### src/logic/exec_pkg.sv
package exec_pkg;

  // ------------------------------------------------
  // Datapath and buffer sizes
  // ------------------------------------------------

  // Data width
  localparam int unsigned XLEN = 32;

  // ROB entries, one tag per entry
  localparam int unsigned ROB_DEPTH = 8;
  localparam int unsigned ROB_IDX_W = $clog2(ROB_DEPTH);

  // Station entries, kept a power of two so pointers wrap by overflow
  localparam int unsigned RS_DEPTH = 4;
  localparam int unsigned RS_IDX_W = $clog2(RS_DEPTH);

  // ------------------------------------------------
  // Shared types
  // ------------------------------------------------

  // ROB tag
  typedef logic [ROB_IDX_W-1:0] rob_idx_t;

  // Instruction opcodes
  // MOV passes operand a straight through the ALU
  typedef enum logic [1:0] {
    OP_ADD = 2'd0,
    OP_SUB = 2'd1,
    OP_XOR = 2'd2,
    OP_MOV = 2'd3
  } op_e;

endpackage

### src/logic/issue_ctrl.sv
`timescale 1ns/100ps

module issue_ctrl (
  input  logic                      clk_i,
  input  logic                      rst_n_i,
  input  logic                      flush_i,
  // Issue port
  input  logic                      issue_valid_i,
  input  exec_pkg::op_e             issue_op_i,
  input  logic [exec_pkg::XLEN-1:0] issue_a_i,
  input  logic [exec_pkg::XLEN-1:0] issue_b_i,
  input  exec_pkg::rob_idx_t        issue_src_i,
  output logic                      issue_ready_o,
  // ROB allocation and source lookup
  output logic                      alloc_o,
  input  exec_pkg::rob_idx_t        alloc_tag_i,
  input  logic                      src_busy_i,
  input  logic                      src_done_i,
  input  logic [exec_pkg::XLEN-1:0] src_value_i,
  input  logic                      rob_full_i,
  // ALU path
  output logic                      alu_valid_o,
  output exec_pkg::op_e             alu_op_o,
  output logic [exec_pkg::XLEN-1:0] alu_a_o,
  output logic [exec_pkg::XLEN-1:0] alu_b_o,
  output exec_pkg::rob_idx_t        alu_tag_o,
  input  logic                      alu_ready_i,
  // Station path
  output logic                      rs_valid_o,
  output exec_pkg::rob_idx_t        rs_src_o,
  output exec_pkg::rob_idx_t        rs_dest_o,
  input  logic                      rs_ready_i,
  // CDB snoop for the bypass
  input  logic                      cdb_valid_i,
  input  exec_pkg::rob_idx_t        cdb_tag_i,
  input  logic [exec_pkg::XLEN-1:0] cdb_value_i
);
  import exec_pkg::*;

  logic            flush_q;
  logic            src_hit_cdb;
  logic            src_known;
  logic            to_alu;
  logic            hold;
  logic [XLEN-1:0] mov_value;

  // One idle cycle after a flush while the units settle
  always_ff @(posedge clk_i or negedge rst_n_i) begin
    if (!rst_n_i) begin
      flush_q <= 1'b0;
    end else begin
      flush_q <= flush_i;
    end
  end

  // ------------------------------------------------
  // Source readiness for MOV
  // ------------------------------------------------

  // Broadcast this cycle, station would miss it after the push
  assign src_hit_cdb = cdb_valid_i && (cdb_tag_i == issue_src_i);

  // Not busy means committed, value still held in the ROB
  assign src_known = !src_busy_i || src_done_i || src_hit_cdb;
  assign mov_value = src_hit_cdb ? cdb_value_i : src_value_i;

  // Arithmetic always on the ALU
  assign to_alu = (issue_op_i != OP_MOV) || src_known;

  // ------------------------------------------------
  // Routing and handshake
  // ------------------------------------------------

  assign hold = flush_i || flush_q || rob_full_i;

  assign issue_ready_o = !hold && (to_alu ? alu_ready_i : rs_ready_i);
  assign alloc_o       = issue_valid_i && issue_ready_o;

  // ALU request
  assign alu_valid_o = issue_valid_i && !hold && to_alu;
  assign alu_op_o    = issue_op_i;
  assign alu_a_o     = (issue_op_i == OP_MOV) ? mov_value : issue_a_i;
  assign alu_b_o     = issue_b_i;
  assign alu_tag_o   = alloc_tag_i;

  // Station request, operand always missing here
  assign rs_valid_o = issue_valid_i && !hold && !to_alu;
  assign rs_src_o   = issue_src_i;
  assign rs_dest_o  = alloc_tag_i;

endmodule

### src/logic/op_only_rs.sv
`timescale 1ns/100ps

module op_only_rs (
  input  logic                      clk_i,
  input  logic                      rst_n_i,
  input  logic                      flush_i,
  // Issue handshake
  input  logic                      issue_valid_i,
  output logic                      issue_ready_o,
  input  exec_pkg::rob_idx_t        rs1_idx_i,
  input  exec_pkg::rob_idx_t        dest_idx_i,
  // CDB snoop
  input  logic                      cdb_valid_i,
  input  exec_pkg::rob_idx_t        cdb_tag_i,
  input  logic [exec_pkg::XLEN-1:0] cdb_value_i,
  // CDB request
  input  logic                      cdb_ready_i,
  output logic                      cdb_valid_o,
  output exec_pkg::rob_idx_t        cdb_tag_o,
  output logic [exec_pkg::XLEN-1:0] cdb_value_o
);
  import exec_pkg::*;

  // Entry status
  logic [RS_DEPTH-1:0] ent_valid;
  logic [RS_DEPTH-1:0] ent_rdy;

  // Entry payload
  rob_idx_t            ent_src   [RS_DEPTH];
  rob_idx_t            ent_dest  [RS_DEPTH];
  logic [XLEN-1:0]     ent_value [RS_DEPTH];

  // Circular pointers
  logic [RS_IDX_W-1:0] head;
  logic [RS_IDX_W-1:0] tail;

  logic push;
  logic pop;

  // ------------------------------------------------
  // Control
  // ------------------------------------------------

  // Free slot at the tail
  assign issue_ready_o = !ent_valid[tail];
  assign push          = issue_valid_i && issue_ready_o;

  // Head forwards its operand as the result
  assign cdb_valid_o = ent_valid[head] && ent_rdy[head];
  assign cdb_tag_o   = ent_dest[head];
  assign cdb_value_o = ent_value[head];
  assign pop         = cdb_valid_o && cdb_ready_i;

  // ------------------------------------------------
  // Status and pointers
  // ------------------------------------------------

  always_ff @(posedge clk_i or negedge rst_n_i) begin
    if (!rst_n_i) begin
      ent_valid <= '0;
      ent_rdy   <= '0;
      head      <= '0;
      tail      <= '0;
    end else if (flush_i) begin
      ent_valid <= '0;
      ent_rdy   <= '0;
      head      <= '0;
      tail      <= '0;
    end else begin
      // Operand capture, any waiting entry
      for (int i = 0; i < RS_DEPTH; i++) begin
        if (ent_valid[i] && !ent_rdy[i] && cdb_valid_i && (ent_src[i] == cdb_tag_i)) begin
          ent_rdy[i] <= 1'b1;
        end
      end
      // Tail slot is free, so no clash with the capture
      if (push) begin
        ent_valid[tail] <= 1'b1;
        ent_rdy[tail]   <= 1'b0;
        tail            <= tail + 1'b1;
      end
      if (pop) begin
        ent_valid[head] <= 1'b0;
        head            <= head + 1'b1;
      end
    end
  end

  // ------------------------------------------------
  // Payload
  // ------------------------------------------------

  always_ff @(posedge clk_i) begin
    for (int i = 0; i < RS_DEPTH; i++) begin
      if (ent_valid[i] && !ent_rdy[i] && cdb_valid_i && (ent_src[i] == cdb_tag_i)) begin
        ent_value[i] <= cdb_value_i;
      end
    end
    if (push) begin
      ent_src[tail]  <= rs1_idx_i;
      ent_dest[tail] <= dest_idx_i;
    end
  end

endmodule

### src/logic/alu_pipe.sv
`timescale 1ns/100ps

module alu_pipe (
  input  logic                      clk_i,
  input  logic                      rst_n_i,
  input  logic                      flush_i,
  // Issue side
  input  logic                      in_valid_i,
  output logic                      in_ready_o,
  input  exec_pkg::op_e             op_i,
  input  logic [exec_pkg::XLEN-1:0] a_i,
  input  logic [exec_pkg::XLEN-1:0] b_i,
  input  exec_pkg::rob_idx_t        tag_i,
  // CDB side
  input  logic                      out_ready_i,
  output logic                      out_valid_o,
  output exec_pkg::rob_idx_t        out_tag_o,
  output logic [exec_pkg::XLEN-1:0] out_value_o
);
  import exec_pkg::*;

  logic            s1_valid;
  op_e             s1_op;
  logic [XLEN-1:0] s1_a;
  logic [XLEN-1:0] s1_b;
  rob_idx_t        s1_tag;
  logic [XLEN-1:0] s1_res;
  logic            adv;

  // Whole pipe holds on a lost grant
  assign adv        = !out_valid_o || out_ready_i;
  assign in_ready_o = adv;

  // Stage 1 result
  always_comb begin
    case (s1_op)
      OP_ADD:  s1_res = s1_a + s1_b;
      OP_SUB:  s1_res = s1_a - s1_b;
      OP_XOR:  s1_res = s1_a ^ s1_b;
      default: s1_res = s1_a;
    endcase
  end

  // Valid bits
  always_ff @(posedge clk_i or negedge rst_n_i) begin
    if (!rst_n_i) begin
      s1_valid    <= 1'b0;
      out_valid_o <= 1'b0;
    end else if (flush_i) begin
      s1_valid    <= 1'b0;
      out_valid_o <= 1'b0;
    end else if (adv) begin
      s1_valid    <= in_valid_i;
      out_valid_o <= s1_valid;
    end
  end

  // Operands and result
  always_ff @(posedge clk_i) begin
    if (adv) begin
      s1_op       <= op_i;
      s1_a        <= a_i;
      s1_b        <= b_i;
      s1_tag      <= tag_i;
      out_tag_o   <= s1_tag;
      out_value_o <= s1_res;
    end
  end

endmodule

### src/logic/cdb_arbiter.sv
`timescale 1ns/100ps

module cdb_arbiter (
  // ALU request, highest priority
  input  logic                      alu_valid_i,
  input  exec_pkg::rob_idx_t        alu_tag_i,
  input  logic [exec_pkg::XLEN-1:0] alu_value_i,
  output logic                      alu_ready_o,
  // Station request
  input  logic                      rs_valid_i,
  input  exec_pkg::rob_idx_t        rs_tag_i,
  input  logic [exec_pkg::XLEN-1:0] rs_value_i,
  output logic                      rs_ready_o,
  // Bus
  output logic                      cdb_valid_o,
  output exec_pkg::rob_idx_t        cdb_tag_o,
  output logic [exec_pkg::XLEN-1:0] cdb_value_o
);

  // Grants
  assign alu_ready_o = 1'b1;
  assign rs_ready_o  = !alu_valid_i;

  // Winner on the bus
  assign cdb_valid_o = alu_valid_i || rs_valid_i;
  assign cdb_tag_o   = alu_valid_i ? alu_tag_i : rs_tag_i;
  assign cdb_value_o = alu_valid_i ? alu_value_i : rs_value_i;

endmodule

### src/logic/rob.sv
`timescale 1ns/100ps

module rob (
  input  logic                      clk_i,
  input  logic                      rst_n_i,
  input  logic                      flush_i,
  // Allocation
  input  logic                      alloc_i,
  output exec_pkg::rob_idx_t        alloc_tag_o,
  output logic                      full_o,
  // Source lookup
  input  exec_pkg::rob_idx_t        src_tag_i,
  output logic                      src_busy_o,
  output logic                      src_done_o,
  output logic [exec_pkg::XLEN-1:0] src_value_o,
  // Write-back
  input  logic                      cdb_valid_i,
  input  exec_pkg::rob_idx_t        cdb_tag_i,
  input  logic [exec_pkg::XLEN-1:0] cdb_value_i,
  // Commit port
  output logic                      commit_valid_o,
  output exec_pkg::rob_idx_t        commit_tag_o,
  output logic [exec_pkg::XLEN-1:0] commit_value_o,
  input  logic                      commit_ready_i
);
  import exec_pkg::*;

  logic [ROB_DEPTH-1:0] busy;
  logic [ROB_DEPTH-1:0] done;
  logic [XLEN-1:0]      value [ROB_DEPTH];
  rob_idx_t             head;
  rob_idx_t             tail;
  logic [ROB_IDX_W:0]   count;
  logic                 commit;

  // ------------------------------------------------
  // Status outputs
  // ------------------------------------------------

  assign full_o      = (count == ROB_DEPTH[ROB_IDX_W:0]);
  assign alloc_tag_o = tail;

  assign src_busy_o  = busy[src_tag_i];
  assign src_done_o  = done[src_tag_i];
  assign src_value_o = value[src_tag_i];

  // Head commits once written back
  assign commit_valid_o = busy[head] && done[head];
  assign commit_tag_o   = head;
  assign commit_value_o = value[head];
  assign commit         = commit_valid_o && commit_ready_i;

  // ------------------------------------------------
  // Entry state and pointers
  // ------------------------------------------------

  always_ff @(posedge clk_i or negedge rst_n_i) begin
    if (!rst_n_i) begin
      busy  <= '0;
      done  <= '0;
      head  <= '0;
      tail  <= '0;
      count <= '0;
    end else if (flush_i) begin
      busy  <= '0;
      done  <= '0;
      head  <= '0;
      tail  <= '0;
      count <= '0;
    end else begin
      // Bus tag always owns a busy entry
      if (cdb_valid_i) begin
        done[cdb_tag_i] <= 1'b1;
      end
      // Tail entry is free here, never the write-back target
      if (alloc_i) begin
        busy[tail] <= 1'b1;
        done[tail] <= 1'b0;
        tail       <= tail + 1'b1;
      end
      // Value stays for late MOV lookups
      if (commit) begin
        busy[head] <= 1'b0;
        head       <= head + 1'b1;
      end
      count <= count + (ROB_IDX_W + 1)'(alloc_i) - (ROB_IDX_W + 1)'(commit);
    end
  end

  // Result storage
  always_ff @(posedge clk_i) begin
    if (cdb_valid_i) begin
      value[cdb_tag_i] <= cdb_value_i;
    end
  end

endmodule

### src/logic/exec_top.sv
`timescale 1ns/100ps

module exec_top (
  input  logic                      clk_i,
  input  logic                      rst_n_i,
  input  logic                      flush_i,
  // Issue port
  input  logic                      issue_valid_i,
  input  exec_pkg::op_e             issue_op_i,
  input  logic [exec_pkg::XLEN-1:0] issue_a_i,
  input  logic [exec_pkg::XLEN-1:0] issue_b_i,
  input  exec_pkg::rob_idx_t        issue_src_i,
  output logic                      issue_ready_o,
  // Commit port
  output logic                      commit_valid_o,
  output exec_pkg::rob_idx_t        commit_tag_o,
  output logic [exec_pkg::XLEN-1:0] commit_value_o,
  input  logic                      commit_ready_i
);
  import exec_pkg::*;

  // ------------------------------------------------
  // Interconnect
  // ------------------------------------------------

  // ROB allocation and lookup
  logic            alloc;
  rob_idx_t        alloc_tag;
  logic            rob_full;
  logic            src_busy;
  logic            src_done;
  logic [XLEN-1:0] src_value;

  // ALU path
  logic            alu_valid;
  logic            alu_ready;
  op_e             alu_op;
  logic [XLEN-1:0] alu_a;
  logic [XLEN-1:0] alu_b;
  rob_idx_t        alu_tag;

  // Station path
  logic            rs_valid;
  logic            rs_ready;
  rob_idx_t        rs_src;
  rob_idx_t        rs_dest;

  // CDB requests
  logic            alu_cdb_valid;
  logic            alu_cdb_ready;
  rob_idx_t        alu_cdb_tag;
  logic [XLEN-1:0] alu_cdb_value;
  logic            rs_cdb_valid;
  logic            rs_cdb_ready;
  rob_idx_t        rs_cdb_tag;
  logic [XLEN-1:0] rs_cdb_value;

  // CDB
  logic            cdb_valid;
  rob_idx_t        cdb_tag;
  logic [XLEN-1:0] cdb_value;

  // ------------------------------------------------
  // Units
  // ------------------------------------------------

  issue_ctrl u_issue_ctrl (
    .clk_i        (clk_i),
    .rst_n_i      (rst_n_i),
    .flush_i      (flush_i),
    .issue_valid_i(issue_valid_i),
    .issue_op_i   (issue_op_i),
    .issue_a_i    (issue_a_i),
    .issue_b_i    (issue_b_i),
    .issue_src_i  (issue_src_i),
    .issue_ready_o(issue_ready_o),
    .alloc_o      (alloc),
    .alloc_tag_i  (alloc_tag),
    .src_busy_i   (src_busy),
    .src_done_i   (src_done),
    .src_value_i  (src_value),
    .rob_full_i   (rob_full),
    .alu_valid_o  (alu_valid),
    .alu_op_o     (alu_op),
    .alu_a_o      (alu_a),
    .alu_b_o      (alu_b),
    .alu_tag_o    (alu_tag),
    .alu_ready_i  (alu_ready),
    .rs_valid_o   (rs_valid),
    .rs_src_o     (rs_src),
    .rs_dest_o    (rs_dest),
    .rs_ready_i   (rs_ready),
    .cdb_valid_i  (cdb_valid),
    .cdb_tag_i    (cdb_tag),
    .cdb_value_i  (cdb_value)
  );

  op_only_rs u_op_only_rs (
    .clk_i        (clk_i),
    .rst_n_i      (rst_n_i),
    .flush_i      (flush_i),
    .issue_valid_i(rs_valid),
    .issue_ready_o(rs_ready),
    .rs1_idx_i    (rs_src),
    .dest_idx_i   (rs_dest),
    .cdb_valid_i  (cdb_valid),
    .cdb_tag_i    (cdb_tag),
    .cdb_value_i  (cdb_value),
    .cdb_ready_i  (rs_cdb_ready),
    .cdb_valid_o  (rs_cdb_valid),
    .cdb_tag_o    (rs_cdb_tag),
    .cdb_value_o  (rs_cdb_value)
  );

  alu_pipe u_alu_pipe (
    .clk_i      (clk_i),
    .rst_n_i    (rst_n_i),
    .flush_i    (flush_i),
    .in_valid_i (alu_valid),
    .in_ready_o (alu_ready),
    .op_i       (alu_op),
    .a_i        (alu_a),
    .b_i        (alu_b),
    .tag_i      (alu_tag),
    .out_ready_i(alu_cdb_ready),
    .out_valid_o(alu_cdb_valid),
    .out_tag_o  (alu_cdb_tag),
    .out_value_o(alu_cdb_value)
  );

  cdb_arbiter u_cdb_arbiter (
    .alu_valid_i(alu_cdb_valid),
    .alu_tag_i  (alu_cdb_tag),
    .alu_value_i(alu_cdb_value),
    .alu_ready_o(alu_cdb_ready),
    .rs_valid_i (rs_cdb_valid),
    .rs_tag_i   (rs_cdb_tag),
    .rs_value_i (rs_cdb_value),
    .rs_ready_o (rs_cdb_ready),
    .cdb_valid_o(cdb_valid),
    .cdb_tag_o  (cdb_tag),
    .cdb_value_o(cdb_value)
  );

  rob u_rob (
    .clk_i         (clk_i),
    .rst_n_i       (rst_n_i),
    .flush_i       (flush_i),
    .alloc_i       (alloc),
    .alloc_tag_o   (alloc_tag),
    .full_o        (rob_full),
    .src_tag_i     (issue_src_i),
    .src_busy_o    (src_busy),
    .src_done_o    (src_done),
    .src_value_o   (src_value),
    .cdb_valid_i   (cdb_valid),
    .cdb_tag_i     (cdb_tag),
    .cdb_value_i   (cdb_value),
    .commit_valid_o(commit_valid_o),
    .commit_tag_o  (commit_tag_o),
    .commit_value_o(commit_value_o),
    .commit_ready_i(commit_ready_i)
  );

endmodule

### config.mk
export PLATFORM = sky130hd
export DESIGN_NAME = exec_top
export DESIGN_NICKNAME = d
export VERILOG_FILES = /design/src/logic/exec_pkg.sv /design/src/logic/issue_ctrl.sv /design/src/logic/op_only_rs.sv /design/src/logic/alu_pipe.sv /design/src/logic/cdb_arbiter.sv /design/src/logic/rob.sv /design/src/logic/exec_top.sv
export SDC_FILE = /design/constraint.sdc
export NUM_CORES = 1
export LEC_CHECK = 0
export BUFFER_PORTS_ARGS = -buffer_cell sky130_fd_sc_hd__buf_2
export CAP_MARGIN = 20
export CORE_MARGIN = 3
export CORE_UTILIZATION = 48
export DETAILED_ROUTE_END_ITERATION = 12
export HOLD_SLACK_MARGIN = 0.06
export SLEW_MARGIN = 20
export SYNTH_ARGS = -nofsm -noshare
export SYNTH_HDL_FRONTEND = slang
export SYNTH_SLANG_ARGS = --single-unit
### constraint.sdc
create_clock -name clk_i -period 13.55 [get_ports clk_i]
set_input_delay 0.6775 -clock clk_i [delete_from_list [all_inputs] [get_ports clk_i]]
set_output_delay 0.6775 -clock clk_i [all_outputs]
set_load 0.02 [all_outputs]
== After elaboration in Yosys (flattened, before gate mapping) ==
Memory sizes are Yosys's and may differ from the RTL's.
Cells that the tools add are included.
Storage, ports and cells
  register bits after elaboration: 145
  latch bits: 0
  RAM bits: 408
  ROM bits: 0
  bits of input ports: 74
  memories kept: 4
Memories
  u_rob.value: words 8, bits a word 32, rd ports 2, clocked after Yosys merged registers in 0, write ports 1, line rob.sv:30  | logic [XLEN-1:0] value [ROB_DEPTH];
  u_op_only_rs.ent_value: words 4, bits a word 32, rd ports 1, clocked after Yosys merged registers in 0, write ports 4, line op_only_rs.sv:31  | logic [XLEN-1:0] ent_value [RS_DEPTH];
  u_op_only_rs.ent_dest: words 4, bits a word 3, rd ports 1, clocked after Yosys merged registers in 0, write ports 1, line op_only_rs.sv:30  | rob_idx_t ent_dest [RS_DEPTH];
  u_op_only_rs.ent_src: words 4, bits a word 3, rd ports 4, clocked after Yosys merged registers in 0, write ports 1, line op_only_rs.sv:29  | rob_idx_t ent_src [RS_DEPTH];
Cells by class
  $add $sub $neg: 8
  multiply operators: 0
  divide/modulo/power cells: 0
  $lt $le $gt $ge: 11
  equal/unequal tests: 10
  shift-type cells: 0
  mux-type cells: 75
  bitwise logic cells: 12
  reductions and logical operators: 48
Operators by type and width (count)
  $mux W32: 3
  $pmux W32 S3: 1
  $mux W8: 8
  $mux W1: 35
  $add A32 B32 Y32: 1
  $sub A32 B32 Y32: 1
  $xor A32 B32 Y32: 1
  $logic_and A1 B1 Y1: 28
  $mux W4: 7
  $and A8 B8 Y8: 2
  $lt A3 B4 Y1 const B: 4
  $not A8 Y8: 2
  $or A8 B8 Y8: 2
  $eq A3 B3 Y1: 5
  $mux W3: 5
  $bmux W1 S3: 4
  $demux W1 S3: 3
  $ge A3 B1 Y1 const B: 3
  $logic_not A1 Y1: 9
  $and A4 B4 Y4: 2
  $mux W2: 4
  $not A4 Y4: 2
  $reduce_bool A2 Y1: 4
  $add A3 B1 Y3 const B: 2
  other kinds (14): 26

== Logic depth before layout (Yosys ltp) ==
  depth after elaboration: 15
  gate-level depth with buffers: 15
  mapped depth without buffers: 15

== Cells and area by module ==
A second synthesis with hierarchy kept.
Unflattened totals
  cell total of the unflattened synthesis: 1961
  area total of the unflattened synthesis: 27960.6 sq um
Modules (own cells, without submodules)
  rob: times used 1, cells an instance 794, area each 13157.6 sq um
  alu_pipe: times used 1, cells an instance 582, area each 6344.8 sq um
  op_only_rs: times used 1, cells an instance 289, area each 6292.3 sq um
  issue_ctrl: times used 1, cells an instance 253, area each 1574.0 sq um
  cdb_arbiter: times used 1, cells an instance 43, area each 591.8 sq um

== Least setup slack after synthesis ==
OpenSTA, ideal clock, no wires.
  path kind: reg-to-reg
  start point: register u_op_only_rs.head[0]
  end point: memory u_op_only_rs.ent_value[3][0] (enable)
  library setup time: 463 ps
  data arrival time: 4076 ps
  setup slack: 9011 ps
  cell stages (with the launch flop): 7
  period minus slack after synthesis: 4539 ps
  cells stage by stage: dfrtp_1 buf_6 mux4_2 mux2i_1 xor2_1 nand4b_1 nor3_1
RTL lines
  start, declared: line op_only_rs.sv:34  | logic [RS_IDX_W-1:0] head;
  start signal, assigned: line op_only_rs.sv:84  | head <= head + 1'b1;
  end, declared: line op_only_rs.sv:31

== Final worst setup path ==
  start point: register u_alu_pipe.s1_op[1]
  end point: register u_alu_pipe.out_value_o[25] in the netlist's numbering
On the way
  longest elaborated chain between the ends: 2
Ends and longest elaborated chain
  start, declared: line alu_pipe.sv:23  | op_e s1_op;
  start signal, assigned: line alu_pipe.sv:61  | s1_op <= op_i;
  $eq A2 B2 Y1, or another cell as far along: line alu_pipe.sv:36  | case (s1_op)
  $pmux W32 S3 (*): line alu_pipe.sv:36
  via u_alu_pipe.s1_res[25]: line alu_pipe.sv:27  | logic [XLEN-1:0] s1_res;
  end signal, assigned: line alu_pipe.sv:66  | out_value_o <= s1_res;
  end, declared: line alu_pipe.sv:18  | output logic [exec_pkg::XLEN-1:0] out_value_o
The timed path passes the listed nets; every way through them passes the cells marked *.
A chain may end at the register's enable or synchronous reset.

==> Implementation_results.wiki <==
{| class="wikitable"
! Metric !! Value
|-
| Number of enable-type register cells in the synthesized netlist || just over 400
|-
| Pin count of the biggest net entering global routing || around 70
|-
| Antenna Nets Post-Route || 0
|-
| Ranking of synthesized cells by instance count || edfxtp_1, nand2_1, mux4_2
|-
| Layout overhead on the synthesized area || 12.9%
|-
| Share of the yosys chip area belonging to registers || approximately three fifths
|-
| Cell Pwr Density || 133 nW/um^2
|-
| Share of total power consumed by net switching || about a quarter
|-
| Global-route usage over all layers || between 20 and 25%
|-
| Cell area reported after detailed placement || 27000 um^2
|-
| Estimated wirelength of the detail-placed design || between 30000 and 40000 um
|-
| Type of the tightest min-delay check || in -> reg
|-
| CTS H-tree lvls || 2
|-
| Switching pwr || 0.000919 W
|-
| Number of hold buffers added after CTS || 0
|-
| Average wire per standard cell || ~24 um
|-
| Required time worst endpoint || between 10 and 15 ns
|-
| Data arrival at the endpoint of the critical path || between 5 and 6 ns
|-
| Most frequently used cell type in the post-synthesis netlist || edfxtp_1
|-
| Starting density of the core || roughly half
|-
| Vias || about 16000
|-
| Syn nets || ~1900
|-
| Min Tclk post-route || roughly 4.7 ns
|-
| Layout cells sized above 1 || between 20% and 30%
|-
| Post-detailed-routing wire length || 64100 um
|-
| Average via count per standard cell || just under 6
|-
| Total number of clock tree sinks || ~550
|-
| Delay of the slowest cell on the worst path || ~0.71 ns
|-
| Number of synthesized register bits || roughly 550
|-
| Die Footprint || ~56000 um^2
|-
| Portion of total power attributed to the clock network || a little over two fifths
|-
| Site row count || 84
|-
| Number of endpoints failing setup at the final stage || 0
|-
| CTS tree || done
|-
| Result of the run || finished clean
|-
| RSZ-0062 raised after global routing || false
|-
| Top-area cell type share of the netlist area || ~48%
|-
| Top achievable clock speed || 212 MHz
|-
| Reported leakage power || 10.2 nW
|-
| Number of placed instances with taps included || ~2500
|-
| Crit Path Max Fanout || 71
|-
| Worst skew pair latency || ~0.63 ns
|-
| First-pass DRT Iterations || 5
|-
| Remaining global-route overflow || 0
|-
| GP Congestion || slightly below 0.9
|-
| Total standard cell area after synthesis || between 20000 and 30000 um^2
|-
| Via count of the first global-routing pass || 15900
|-
| Post-route insts no fill || approximately 2600
|-
| Final Core Density || a little over half
|-
| # resized after CTS || 0
|-
| Die boundary width || around 240 um
|-
| First-pass GRT wire length || 97700 um
|-
| Number of antenna repair diodes || 0
|-
| Maximum number of buffers from clock root to sink || 3
|-
| Post-layout net count || 2010
|-
| Core footprint || 52800 um^2
|-
| Count of final max-slew check failures || 0
|-
| Post-detailed-route DRC marker count || 0
|-
| DRT iter0 DRCs || ~1700
|-
| Most instantiated flip-flop cell in the synthesis netlist || edfxtp_1
|-
| Setup skew after layout || ~0.019 ns
|-
| Relative contribution of sequential cells to total power || 48.7%
|-
| Cells along the critical path || buf_4, nand2b_1, o21ai_0, xor2_1, ha_1, nand4_1, or4_1, a211o_1, a41oi_1, a31oi_1, xor2_1, o21ai_0
|-
| Worst supply voltage drop on vdd || between 0.1 and 0.15 mV
|-
| Count of input and output buffers || 110
|-
| Count of warnings emitted by yosys || 0
|-
| Hold WS || between 0.15 and 0.2 ns
|-
| Max-slew headroom || 30.9%
|-
| Root Buffer Master || clkbuf_16
|-
| Type of origin of the critical path || flip-flop
|-
| Number of buffers inserted during clock tree synthesis || 60
|-
| Yosys top cell by area || edfxtp_1
|-
| # Post-CTS Setup Buffers || 0
|-
| Highest-delay cell along the critical path || nand2b_1
|-
| Cell count after synthesis || between 1500 and 2000
|-
| Total negative slack || 0 ns
|-
| Antenna violations before repair || 0
|-
| Clock-pin slew on the worst setup and hold paths || 0.06 ns
|-
| Max cap viols || 0
|-
| Most area-consuming cells after synthesis || edfxtp_1, mux4_2, dfxtp_1
|-
| Ys async rst share || ~7.4%
|-
| Setup CP Type || reg -> reg
|-
| Final instance area || just under 30000 um^2
|-
| Cell internal pwr || slightly below 0.003 W
|-
| Die height || between 200 and 250 um
|-
| Post-Syn Area per Cell || roughly 14 um^2
|-
| Critical Path Sink Type || flip-flop
|-
| Total count of hold-check failures in the final report || 0
|-
| Combinational Power Share || 8.6%
|-
| Boundary pin count || approximately 110
|-
| Count of cell types in the netlist || 73
|-
| Worst Tran Pin Value || 1.01 ns
|-
| Period Utilization, post-route || between 30% and 40%
|}
==> layout by cell type (no fill, tap or decap), drive strengths merged, types with 5 or more instances in the layout <==
cell type	count
clkinv	23
clkbuf	81
inv	26
bufinv	6
o21ai	80
buf	135
o32ai	5
nand2	200
nand3	13
xor2	37
xnor2	69
nand2b	35
mux4	170
nor3	31
dfrtp	41
ha	47
o31ai	9
dfxtp	104
nor2b	15
and2	11
mux2i	42
a21o	11
nor4	6
or4	6
edfxtp	408
a21oi	85
nor2	109
o21a	15
a31oi	6
nand4	5
mux2	33
==> routing by layer <==
metal	vias to the layer above	wire length, um	GRT usage [%]
met5	-	0	0
li1	7034	-	-
met2	489	29400	35.7
met4	0	1240	5.64
met3	88	4550	4.84
met1	7929	28800	33.7
==> sequential cells by signal, summed over array words and instances (netlist names) <==
register	flops
u_alu_pipe.out_tag_o	3
u_alu_pipe.out_valid_o	1
u_alu_pipe.out_value_o	32
u_alu_pipe.s1_a	32
u_alu_pipe.s1_b	32
u_alu_pipe.s1_op	2
u_alu_pipe.s1_tag	3
u_alu_pipe.s1_valid	1
u_issue_ctrl.flush_q	1
u_op_only_rs.ent_dest	12
u_op_only_rs.ent_rdy	4
u_op_only_rs.ent_src	12
u_op_only_rs.ent_valid	4
u_op_only_rs.ent_value	128
u_op_only_rs.head	2
u_op_only_rs.tail	2
u_rob.alloc_tag_o	3
u_rob.busy	8
u_rob.commit_tag_o	3
u_rob.count	4
u_rob.done	8
u_rob.value	256
==> cell type report <==
cell class / count / area [um^2]
inverter: 26 / 97.6
tap: 688 / 861
timing repair buffer: 135 / 743
sequential: 553 / 15400
fill: 4370 / 23700
clock buffer: 81 / 1630
multi-input combinational: 1111 / 9950
clock inverter: 33 / 363
==> worst max-delay path: cells and delay by family (launching register included) <==
kind                     cells  cell delay [ns]
buffers and inverters        1             0.54
adder cells (fa/ha/maj)      1             0.44
AO/OA/AOI/OAI                5             1.45
flip-flops                   1             0.31
XOR/XNOR                     2             0.39
AND/OR/NAND/NOR              3             1.48
==> power groups by stage <==
stage / clock [W] / sequential (W) / combinational (W)
after detailed placement: 0 / 0.00192 / 0.000330
after floorplan: 0 / 0.00190 / 0.000237
after global routing: 0.00175 / 0.00189 / 0.000373
final: 0.00165 / 0.00188 / 0.000334
after CTS: 0.00168 / 0.00188 / 0.000333
after global placement: 0 / 0.00192 / 0.000332
==> cells by family (layout without fill, tap and decap cells) <==
logic type | count (synthesis) | count (layout) | synth area share (%)
xor+xnor | 106 | 106 | 3.61
flops | 553 | 553 | 59.7
compound gates | 251 | 251 | 5.98
mux | 245 | 245 | 18.0
buf+inv | 119 | 275 | 1.91
fa+ha+maj | 49 | 49 | 2.44
simple gates | 460 | 460 | 8.33
==> final timing paths <==
kind / startpoint / to / slack, ns / depth (start not counted)
setup / recovery: u_alu_pipe.s1_op[1]$_DFF_P_ / u_alu_pipe.out_value_o[25]$_DFF_P_ / 8.84 / 12
hold / removal: issue_b_i[17] / u_alu_pipe.s1_b[17]$_DFF_P_ / 0.15 / 1
setup reg to reg: u_alu_pipe.s1_op[1]$_DFF_P_ / u_alu_pipe.out_value_o[25]$_DFF_P_ / 8.84 / 12
hold reg to reg: u_alu_pipe.s1_tag[0]$_DFF_P_ / u_alu_pipe.out_tag_o[0]$_DFF_P_ / 0.33 / 0
max in group asynchronous: rst_n_i / u_rob.commit_tag_o[0]$_DFFE_PN0P_ / 12.62 / 1
min in group asynchronous: rst_n_i / u_rob.count[2]$_DFF_PN0_ / 0.21 / 1
==> metrics by stage <==
stage / total power [W] / setup WS, ns
3_3_place_gp: 0.00225 / 9.02
2_1_floorplan: 0.00214 / 9.01
3_5_place_dp: 0.00225 / 8.92
4_1_cts: 0.00390 / 8.89
6_report: 0.00387 / 8.84
5_1_grt: 0.00401 / 8.52
(Power assumes the default switching activity.)
